==> config.mk <==
export PLATFORM = sky130hd
export DESIGN_NAME = dmmu_top
export DESIGN_NICKNAME = d
export VERILOG_FILES = /design/src/design/dmmu_pkg.sv /design/src/design/dmmu_top.sv /design/src/design/tlb_write_ctrl.sv /design/src/design/dmmu.sv /design/src/design/tlb_sdpram.sv
export SDC_FILE = /design/constraint.sdc
export NUM_CORES = 1
export LEC_CHECK = 0
export ABC_AREA = 1
export BUFFER_PORTS_ARGS = -buffer_cell sky130_fd_sc_hd__buf_2
export CELL_PAD_IN_SITES_DETAIL_PLACEMENT = 1
export CELL_PAD_IN_SITES_GLOBAL_PLACEMENT = 1
export CORE_UTILIZATION = 40
export CTS_BUF_LIST = sky130_fd_sc_hd__clkbuf_2 sky130_fd_sc_hd__clkbuf_4 sky130_fd_sc_hd__clkbuf_8
export CTS_CLUSTER_DIAMETER = 50
export CTS_CLUSTER_SIZE = 8
export DETAILED_ROUTE_END_ITERATION = 10
export HOLD_SLACK_MARGIN = 0.1
export PLACE_DENSITY = 0.72
export SYNTH_ARGS = -nofsm -noshare
export SYNTH_HDL_FRONTEND = slang
export SYNTH_HIERARCHICAL = 1
export SYNTH_SLANG_ARGS = --single-unit
==> constraint.sdc <==
create_clock -name clk -period 3.39 [get_ports clk]
set_input_delay 0.678 -clock clk [delete_from_list [all_inputs] [get_ports clk]]
set_output_delay 0.678 -clock clk [all_outputs]
set_load 0.01 [all_outputs]
==> src/design/dmmu_pkg.sv <==
// Shared definitions for the data MMU and its TLB write port
// Address and word widths, TLB entry field positions, write FSM states
// Imported by wildcard in the module headers that need them

package dmmu_pkg;

   // Virtual and physical address width
   localparam int ADDR_W = 32;
   // Machine word, also one TLB half entry
   localparam int DATA_W = 32;

   // TLB half entries, write data, zero-extended page numbers
   typedef logic [DATA_W-1:0] word_t;

   // Low half of a TLB entry
   // Valid flag in bit 0, tag in the top bits
   localparam int TLBL_V_BIT = 0;

   // High half of a TLB entry
   // Page number in the top bits, attributes at the bottom
   localparam int TLBH_P_BIT   = 0;
   // User write / read rights
   localparam int TLBH_UW_BIT  = 3;
   localparam int TLBH_UR_BIT  = 4;
   // Root write / read rights
   localparam int TLBH_RW_BIT  = 5;
   localparam int TLBH_RR_BIT  = 6;
   // Page is not cacheable
   localparam int TLBH_UNC_BIT = 7;
   // Reserved for software
   localparam int TLBH_S_BIT   = 8;

   // Top nibble of a physical address in the uncached segment
   localparam logic [3:0] UNC_SEG_NIBBLE = 4'h8;

   // TLB write controller states
   typedef enum logic [1:0] {
      IDLE,
      WRITE,
      ACK
   } tlb_wr_state_e;

endpackage
==> src/design/dmmu_top.sv <==
// Data MMU top level
// Joins the lookup stage, the two TLB RAM halves and the write controller
// Parameters set here are passed down to every block

`timescale 1ns/1ps

module dmmu_top import dmmu_pkg::*; #(
   parameter int PAGE_SIZE_LOG2  = 12,
   parameter int TLB_SETS_LOG2   = 4,
   parameter int UNCACHED_SEG_EN = 1
) (
   input  logic                             clk,
   input  logic                             arst_n,
   // Lookup from the load/store unit
   input  logic                             re,
   input  logic [ADDR_W-PAGE_SIZE_LOG2-1:0] vpn,
   input  logic                             we,
   input  logic                             mode_root,
   input  logic                             mmu_en,
   output logic [ADDR_W-PAGE_SIZE_LOG2-1:0] ppn,
   output logic                             tlb_miss_exc,
   output logic                             page_fault_exc,
   output logic                             uncached,
   // TLB fill handshake
   input  logic                             wr_req,
   input  logic                             wr_sel,
   input  logic [TLB_SETS_LOG2-1:0]         wr_idx,
   input  word_t                            wr_data,
   output logic                             wr_ack
);

   logic [TLB_SETS_LOG2-1:0] tlb_raddr;
   word_t                    tlb_lo;
   word_t                    tlb_hi;
   logic                     lo_we;
   logic                     hi_we;
   logic [TLB_SETS_LOG2-1:0] ram_waddr;
   word_t                    ram_wdata;

   tlb_write_ctrl #(
      .TLB_SETS_LOG2 (TLB_SETS_LOG2)
   ) u_wr_ctrl (
      .clk       (clk),
      .arst_n    (arst_n),
      .wr_req    (wr_req),
      .wr_sel    (wr_sel),
      .wr_idx    (wr_idx),
      .wr_data   (wr_data),
      .wr_ack    (wr_ack),
      .lo_we     (lo_we),
      .hi_we     (hi_we),
      .ram_waddr (ram_waddr),
      .ram_wdata (ram_wdata)
   );

   // Tag and valid half
   tlb_sdpram #(
      .AW        (TLB_SETS_LOG2),
      .DW        (DATA_W),
      .BYPASS_EN (1)
   ) tlb_lo_ram (
      .clk    (clk),
      .arst_n (arst_n),
      .raddr  (tlb_raddr),
      .re     (re),
      .waddr  (ram_waddr),
      .we     (lo_we),
      .din    (ram_wdata),
      .dout   (tlb_lo)
   );

   // Page number and attribute half
   tlb_sdpram #(
      .AW        (TLB_SETS_LOG2),
      .DW        (DATA_W),
      .BYPASS_EN (1)
   ) tlb_hi_ram (
      .clk    (clk),
      .arst_n (arst_n),
      .raddr  (tlb_raddr),
      .re     (re),
      .waddr  (ram_waddr),
      .we     (hi_we),
      .din    (ram_wdata),
      .dout   (tlb_hi)
   );

   dmmu #(
      .PAGE_SIZE_LOG2  (PAGE_SIZE_LOG2),
      .TLB_SETS_LOG2   (TLB_SETS_LOG2),
      .UNCACHED_SEG_EN (UNCACHED_SEG_EN)
   ) u_dmmu (
      .clk            (clk),
      .arst_n         (arst_n),
      .re             (re),
      .vpn            (vpn),
      .we             (we),
      .mode_root      (mode_root),
      .mmu_en         (mmu_en),
      .tlb_lo         (tlb_lo),
      .tlb_hi         (tlb_hi),
      .tlb_raddr      (tlb_raddr),
      .ppn            (ppn),
      .tlb_miss_exc   (tlb_miss_exc),
      .page_fault_exc (page_fault_exc),
      .uncached       (uncached)
   );

endmodule

==> src/design/tlb_write_ctrl.sv <==
// TLB write port controller
// Four-phase req/ack slave, one handshake writes one half of one entry
// Pulses the selected RAM write enable once, then holds ack until req drops

`timescale 1ns/1ps

module tlb_write_ctrl import dmmu_pkg::*; #(
   parameter int TLB_SETS_LOG2 = 4
) (
   input  logic                     clk,
   input  logic                     arst_n,
   input  logic                     wr_req,
   input  logic                     wr_sel,
   input  logic [TLB_SETS_LOG2-1:0] wr_idx,
   input  word_t                    wr_data,
   output logic                     wr_ack,
   output logic                     lo_we,
   output logic                     hi_we,
   output logic [TLB_SETS_LOG2-1:0] ram_waddr,
   output word_t                    ram_wdata
);

   tlb_wr_state_e state;
   tlb_wr_state_e state_nxt;

   // Request held for the write cycle
   logic sel_r;

   // Next state
   always_comb begin
      state_nxt = state;
      case (state)
         IDLE:    if (wr_req) state_nxt = WRITE;
         // Single write cycle
         WRITE:   state_nxt = ACK;
         // Wait for the requester to release
         ACK:     if (!wr_req) state_nxt = IDLE;
         default: state_nxt = IDLE;
      endcase
   end

   always_ff @(posedge clk or negedge arst_n) begin
      if (!arst_n) begin
         state <= IDLE;
      end else begin
         state <= state_nxt;
      end
   end

   // Latch on the way into WRITE
   // Late changes on the bus cannot reach the RAM
   always_ff @(posedge clk) begin
      if (state == IDLE && wr_req) begin
         sel_r     <= wr_sel;
         ram_waddr <= wr_idx;
         ram_wdata <= wr_data;
      end
   end

   // One enable, one cycle
   assign lo_we = (state == WRITE) && !sel_r;
   assign hi_we = (state == WRITE) && sel_r;

   // Moore output, straight from the state register
   assign wr_ack = (state == ACK);

endmodule

==> src/design/dmmu.sv <==
// Data MMU lookup stage
// Indexes the TLB RAMs with the low vpn bits on re, captures the request,
// then compares the tag, checks permissions and forms the result one cycle later
// The two TLB RAMs sit next to this module in the top level

`timescale 1ns/1ps

module dmmu import dmmu_pkg::*; #(
   parameter int PAGE_SIZE_LOG2  = 12,
   parameter int TLB_SETS_LOG2   = 4,
   parameter int UNCACHED_SEG_EN = 1
) (
   input  logic                             clk,
   input  logic                             arst_n,
   input  logic                             re,
   input  logic [ADDR_W-PAGE_SIZE_LOG2-1:0] vpn,
   input  logic                             we,
   input  logic                             mode_root,
   input  logic                             mmu_en,
   input  word_t                            tlb_lo,
   input  word_t                            tlb_hi,
   output logic [TLB_SETS_LOG2-1:0]         tlb_raddr,
   output logic [ADDR_W-PAGE_SIZE_LOG2-1:0] ppn,
   output logic                             tlb_miss_exc,
   output logic                             page_fault_exc,
   output logic                             uncached
);

   // Page number width, same for virtual and physical
   localparam int VPN_W = ADDR_W - PAGE_SIZE_LOG2;

   // Captured request
   logic [VPN_W-1:0] vpn_r;
   logic             we_r;
   logic             root_r;
   logic             mmu_en_r;

   // Entry fields
   logic             tlb_v;
   logic [VPN_W-1:0] tlb_tag;
   logic             tlb_uw;
   logic             tlb_ur;
   logic             tlb_rw;
   logic             tlb_rr;
   logic             tlb_unc;
   logic [VPN_W-1:0] tlb_ppn;

   logic tlb_miss;
   logic perm_denied;

   // Direct mapped, set index is the low vpn bits
   assign tlb_raddr = vpn[TLB_SETS_LOG2-1:0];

   // Request capture, lines up with the RAM read register
   always_ff @(posedge clk or negedge arst_n) begin
      if (!arst_n) begin
         vpn_r    <= '0;
         we_r     <= 1'b0;
         root_r   <= 1'b0;
         mmu_en_r <= 1'b0;
      end else if (re) begin
         vpn_r    <= vpn;
         we_r     <= we;
         root_r   <= mode_root;
         mmu_en_r <= mmu_en;
      end
   end

   // Low half: valid and tag
   assign tlb_v   = tlb_lo[TLBL_V_BIT];
   assign tlb_tag = tlb_lo[DATA_W-1 -: VPN_W];

   // High half: rights, cache attribute, page number
   assign tlb_uw  = tlb_hi[TLBH_UW_BIT];
   assign tlb_ur  = tlb_hi[TLBH_UR_BIT];
   assign tlb_rw  = tlb_hi[TLBH_RW_BIT];
   assign tlb_rr  = tlb_hi[TLBH_RR_BIT];
   assign tlb_unc = tlb_hi[TLBH_UNC_BIT];
   assign tlb_ppn = tlb_hi[DATA_W-1 -: VPN_W];

   // Hit needs a valid entry with the full vpn as tag
   assign tlb_miss = !(tlb_v && (tlb_tag == vpn_r));

   // Root checks RR/RW, user checks UR/UW
   always_comb begin
      if (root_r) begin
         perm_denied = we_r ? !tlb_rw : !tlb_rr;
      end else begin
         perm_denied = we_r ? !tlb_uw : !tlb_ur;
      end
   end

   // Exceptions only when translation is on
   assign tlb_miss_exc   = tlb_miss && mmu_en_r;
   // A miss takes priority over a page fault
   assign page_fault_exc = perm_denied && !tlb_miss && mmu_en_r;

   // Identity mapping when translation is off
   assign ppn = mmu_en_r ? tlb_ppn : vpn_r;

   generate
      if (UNCACHED_SEG_EN != 0) begin : g_unc_seg
         // Whole segment at 0x8xxxxxxx bypasses the cache
         assign uncached = tlb_unc || (ppn[VPN_W-1 -: 4] == UNC_SEG_NIBBLE);
      end else begin : g_no_unc_seg
         assign uncached = tlb_unc;
      end
   endgenerate

endmodule

==> src/design/tlb_sdpram.sv <==
// Single-clock simple dual-port RAM for one half of the TLB
// One write port, one registered read port that only loads on re
// Optional bypass returns din on a same-address read and write

`timescale 1ns/1ps

module tlb_sdpram #(
   parameter int AW        = 4,
   parameter int DW        = 32,
   parameter int BYPASS_EN = 1
) (
   input  logic          clk,
   input  logic          arst_n,
   input  logic [AW-1:0] raddr,
   input  logic          re,
   input  logic [AW-1:0] waddr,
   input  logic          we,
   input  logic [DW-1:0] din,
   output logic [DW-1:0] dout
);

   // Storage array, no reset
   logic [DW-1:0] mem [2**AW];

   // Same address hit between the two ports this cycle
   logic bypass_hit;

   assign bypass_hit = (BYPASS_EN != 0) && we && (waddr == raddr);

   // Write port
   always_ff @(posedge clk) begin
      if (we) begin
         mem[waddr] <= din;
      end
   end

   // Read port
   // Output register holds its value while re is low
   always_ff @(posedge clk or negedge arst_n) begin
      if (!arst_n) begin
         dout <= '0;
      end else if (re) begin
         // New data wins on a collision
         if (bypass_hit) begin
            dout <= din;
         end else begin
            dout <= mem[raddr];
         end
      end
   end

endmodule

# Yosys cells after proc, flatten, opt, wreduce, memory -nomap -nowiden

Memories as Yosys holds them, arrays and structs flattened. A register that Yosys moved wholly into a read port is not among the register bits.
Cells that the tools add are included.

Flip-flop bits (word level): 62
Bits in writable memories: 1024
Output and inout port bits: 24
Memories: 2

Memories:

| name           | words | width | read ports | clocked after Yosys merged registers in | write ports | line             | source |
|---|---|---|---|---|---|---|---|
| tlb_hi_ram.mem | 16    | 32    | 1          | 1                                       | 1           | tlb_sdpram.sv:23 | `logic [DW-1:0] mem [2**AW];` |
| tlb_lo_ram.mem | 16    | 32    | 1          | 1                                       | 1           | tlb_sdpram.sv:23 |  |

Equal/unequal tests: 6
Mux-type cells: 11
Reductions and logical operators: 18

Operators by type and width:

| operator           | number |
|---|---|
| $eq 20x20->1       | 1 |
| $mux 20            | 1 |
| $logic_not 1->1    | 8 |
| $logic_and 1x1->1  | 7 |
| $mux 1             | 7 |
| $pmux 2 s3         | 1 |
| $eq 4x4->1 const B | 1 |
| $mux 2             | 2 |
| $ne 2x2->1 const B | 2 |
| $eq 2x1->1 const B | 1 |
| $eq 2x2->1 const B | 1 |
| $logic_not 2->1    | 1 |
| $reduce_and 2->1   | 1 |
| $logic_or 1x1->1   | 1 |

# Longest topological paths before layout

Word-level depth: 5
Gate-level depth with buffers: 13
Gate-level depth less buffers: 11

# By module

Netlist, hierarchy kept.

By module, submodules not included:

| module         | instances | cells each | area an instance (µm²) | seq. area each (µm²) |
|---|---|---|---|---|
| tlb_sdpram     | 2         | 2277       | 23781.6                | 16175.5 |
| dmmu           | 1         | 244        | 1546.5                 | 575.6 |
| tlb_write_ctrl | 1         | 51         | 1209.9                 | 1161.1 |

# Worst setup path after synthesis

Ideal clock, no wire load.

Path kind: in2reg
Start point: input port wr_req
End point: register u_wr_ctrl.ram_waddr[0], enable pin
Arrival: 2.305 ns
Data required time: 2.958 ns
Path slack: 0.654 ns
Stages: 2
Cell sequence: nand2_1 > nor2_1

Longest elaborated chain between the ends: 1

RTL lines:

| what                   | line                 | source |
|---|---|---|
| start: declaration     | dmmu_top.sv:25       | `input logic wr_req,` |
| $logic_and 1x1->1      | tlb_write_ctrl.sv:53 | `if (state == IDLE && wr_req) begin` |
| end signal: assignment | tlb_write_ctrl.sv:55 | `ram_waddr <= wr_idx;` |
| end: declaration       | tlb_write_ctrl.sv:19 | `output logic [TLB_SETS_LOG2-1:0] ram_waddr,` |

No other way between the ends.
A chain may end at the register's enable or synchronous reset.

# Final worst setup path

Start point: register u_dmmu.mmu_en_r
End point: output port uncached

Longest elaborated chain between the ends: 3

RTL lines:

| what                     | line           | source |
|---|---|---|
| start: declaration       | dmmu.sv:36     | `logic mmu_en_r;` |
| start signal: assignment | dmmu.sv:65     | `mmu_en_r <= mmu_en;` |
| $mux 20                  | dmmu.sv:99     | `assign ppn = mmu_en_r ? tlb_ppn : vpn_r;` |
| $eq 4x4->1               | dmmu.sv:104    | `assign uncached = tlb_unc \|\| (ppn[VPN_W-1 -: 4] == UNC_SEG_NIBBLE);` |
| $logic_or 1x1->1         | dmmu.sv:104    |  |
| end: declaration         | dmmu_top.sv:23 | `output logic uncached,` |

No other way between the ends.

==> metrics.md <==
| Metric | Value |
|---|---|
| Outcome | completed |
| Largest net degree at the start of global routing | 95 |
| Worst Path Arrival | approximately 2500 ps |
| TritonCTS clock tree | done |
| GP Congestion | 0.805 |
| Mapped Area | ~37000 um^2 |
| Achievable Freq | about 320 MHz |
| CP delay by family, top | flip-flops |
| Initial antenna violation count | 7 |
| Post-DP HPWL | approximately 62 mm |
| Global route overflow | 0 |
| Final min period | around 3100 ps |
| Power per cell area | 551 nW/um^2 |
| ANT nets after route | 0 |
| Vias in the first global route | between 20000 and 30000 |
| Critical Path RT | between 2000 and 3000 ps |
| Sequential share of power | 0.546 |
| Crit-path cells | o21ai_1 > nor2_1 > nand2_1 > o21bai_2 > buf_2 |
| H-tree Lvls | 3 |
| Critical Path End Type | primary output |
| Final Skew | between 40 and 50 ps |
| DRT Wirelength | about 110 mm |
| Vias per cell | around 5.1 |
| WS Path Type | reg2out |
| Startpoint types | flip-flop |
| Max Cap Violations | 0 |
| Psw | around 6.0 mW |
| Critical path's slowest cell | dfrtp_2 |
| Clock tree sinks | around 840 |
| Num CTS Buffers | approximately 120 |
| Die Area | ~94000 um^2 |
| Sw Ratio | 0.262 |
| Clock buffer depth | 3 |
| PortBufs | 81 |
| Final hold violations | 0 |
| Hold Crit Class | in2reg |
| Slew @ Worst Pin | between 1000 and 1500 ps |
| Dpl ws | between 500 and 600 ps |
| Die W | around 300 um |
| Logic pwr share | 0.105 |
| Final worst slack | between 200 and 300 ps |
| Bufs and invs on worst path | 1 |
| Die H | around 300 um |
| Overall Power | about 23 mW |
| Crit-path max FO | 14 |
| Leakage | roughly 18 nW |
| Initial Util | 0.405 |
| Relative max-transition margin | 0.215 |
| RSZ-0062 raised after global routing | no |
| Placed Instances | slightly below 5000 |
| DRC | 0 |
| Routed len/inst | about 21 um |
| Area Overhead vs Synth | 11.1% |
| Starting DRT DRC Count | ~2000 |
| Setup Buffers After CTS | 0 |
| Setup TNS | 0 ps |
| Row Count | ~110 |
| Clk pin slew, worst setup/hold paths | 60 ps |
| Clock share of power | 0.349 |
| Layout cells sized above 1 | 0.123 |
| Syn_nets | between 3000 and 4000 |
| Warnings, synthesis | 6 |
| Peak VDD IR | between 0.2 and 0.3 mV |
| Post-route insts no fill | about 5000 |
| Insertion delay to the later sink of the worst-skew pair | between 700 and 800 ps |
| Vias | 25900 |
| Final Setup Violations | 0 |
| Cell-internal power | around 17 mW |
| Synth Area per Inst | roughly 10 um^2 |
| Post-Syn Instances | approximately 3600 |
| Clk root buf | clkbuf_8 |
| DRT Pass-1 Iters | 5 |
| CP peak stage delay | about 620 ps |
| First-pass GRT wire length | 161 mm |
| I/O pin cnt | 88 |
| Final nets | between 3000 and 4000 |
| Core Footprint | just over 90000 um^2 |
| Final Cycle Share | 0.923 |
| Pins Over Slew Limit | 0 |
| All-Layer GR Usage | 0.229 |
## final cells by class
cell class | count | area [um^2]
Antenna cell | 5 | 12.5
Clock buffer | 178 | 2120
Clock inverter | 18 | 186
Fill cell | 10300 | 50600
Inverter | 477 | 1800
Multi-Input combinational cell | 2085 | 9140
Sequential cell | 838 | 24800
Tap cell | 1243 | 1560
Timing Repair Buffer | 220 | 1750
## power groups by stage
stage	clock (mW)	sequential (mW)	combinational [mW]
detailed placement	0	12.7	2.34
global placement	0	12.6	2.26
floorplan	0	12.6	1.27
CTS	8.16	12.5	2.39
finish	7.97	12.4	2.39
global route	8.53	12.5	2.60
## routing by layer
layer,routed length (um),up-vias,track usage
met5,8,-,0
met4,2400,2,0.0687
met3,7710,167,0.0375
met2,51000,803,0.377
met1,47000,13100,0.311
li1,-,11900,-
## through the flow
stage | utilization | area, um^2 | hold slack (ps)
6_report | 0.450 | 41400 | 165
5_1_grt | 0.450 | 41400 | 162
4_1_cts | 0.450 | 41400 | 112
3_5_place_dp | 0.420 | 38600 | 469
3_3_place_gp | 0.420 | 38600 | 466
2_1_floorplan | - | 37300 | 382
## registers in the layout, indices dropped and copies added (netlist names)
name                 count
tlb_hi_ram/mem         400
tlb_lo_ram/mem         336
u_wr_ctrl/ram_wdata     26
tlb_hi_ram/dout         25
tlb_lo_ram/dout         21
u_dmmu/vpn_r            20
u_wr_ctrl/ram_waddr      4
u_wr_ctrl/state          2
u_dmmu/mmu_en_r          1
u_dmmu/root_r            1
u_dmmu/we_r              1
u_wr_ctrl/sel_r          1
## cell usage in the layout (no fill, tap or decap), types with 32 or more instances in the layout
cell type,instances
nand3b_1,46
buf_2,76
buf_4,84
dfrtp_1,70
nand2_1,1402
clkbuf_8,126
dlygate4sd3_1,45
o21ai_0,42
clkbuf_4,52
nand3_2,45
nand3_1,474
inv_1,468
edfxtp_1,767
nor2_2,32
## worst register-to-register path: stages (launching register included)
cell and delay [ps]:
dfrtp_1 450, inv_2 90, nand2_2 110, nor2_1 310
a21boi_1 240, nand2_2 120, nor2_8 330, nand2_4 390
nand3_2 210, nand2_1 140, nand2_1 90
## repair_timing
| action | CTS | global route |
|---|---|---|
| hold buffers | 45 | 0 |
| resized for setup | 0 | 1 |
| endpoints found under the setup margin | 0 | 1 |
| hold endpoints to repair | 83 | 0 |
## path summary, 6_finish.rpt
kind,startpoint,endpoint,slack (ps),depth (start not counted)
hold / removal,vpn[11],u_dmmu/vpn_r[11]$_DFFE_PN0P_,170,3
setup reg to reg,u_wr_ctrl/state[1]$_DFFE_PN0P_,tlb_lo_ram/dout[15]$_DFFE_PN0P_,840,10
min in group asynchronous,arst_n,u_dmmu/vpn_r[7]$_DFFE_PN0P_,470,2
hold reg to reg,tlb_hi_ram/dout[15]$_DFFE_PN0P_,tlb_hi_ram/dout[15]$_DFFE_PN0P_,490,2
max in group asynchronous,arst_n,u_wr_ctrl/state[0]$_DFFE_PN0P_,2090,3
setup / recovery,u_dmmu/mmu_en_r$_DFFE_PN0P_,uncached,260,5
Note: power is estimated with default switching activity, not from simulation.
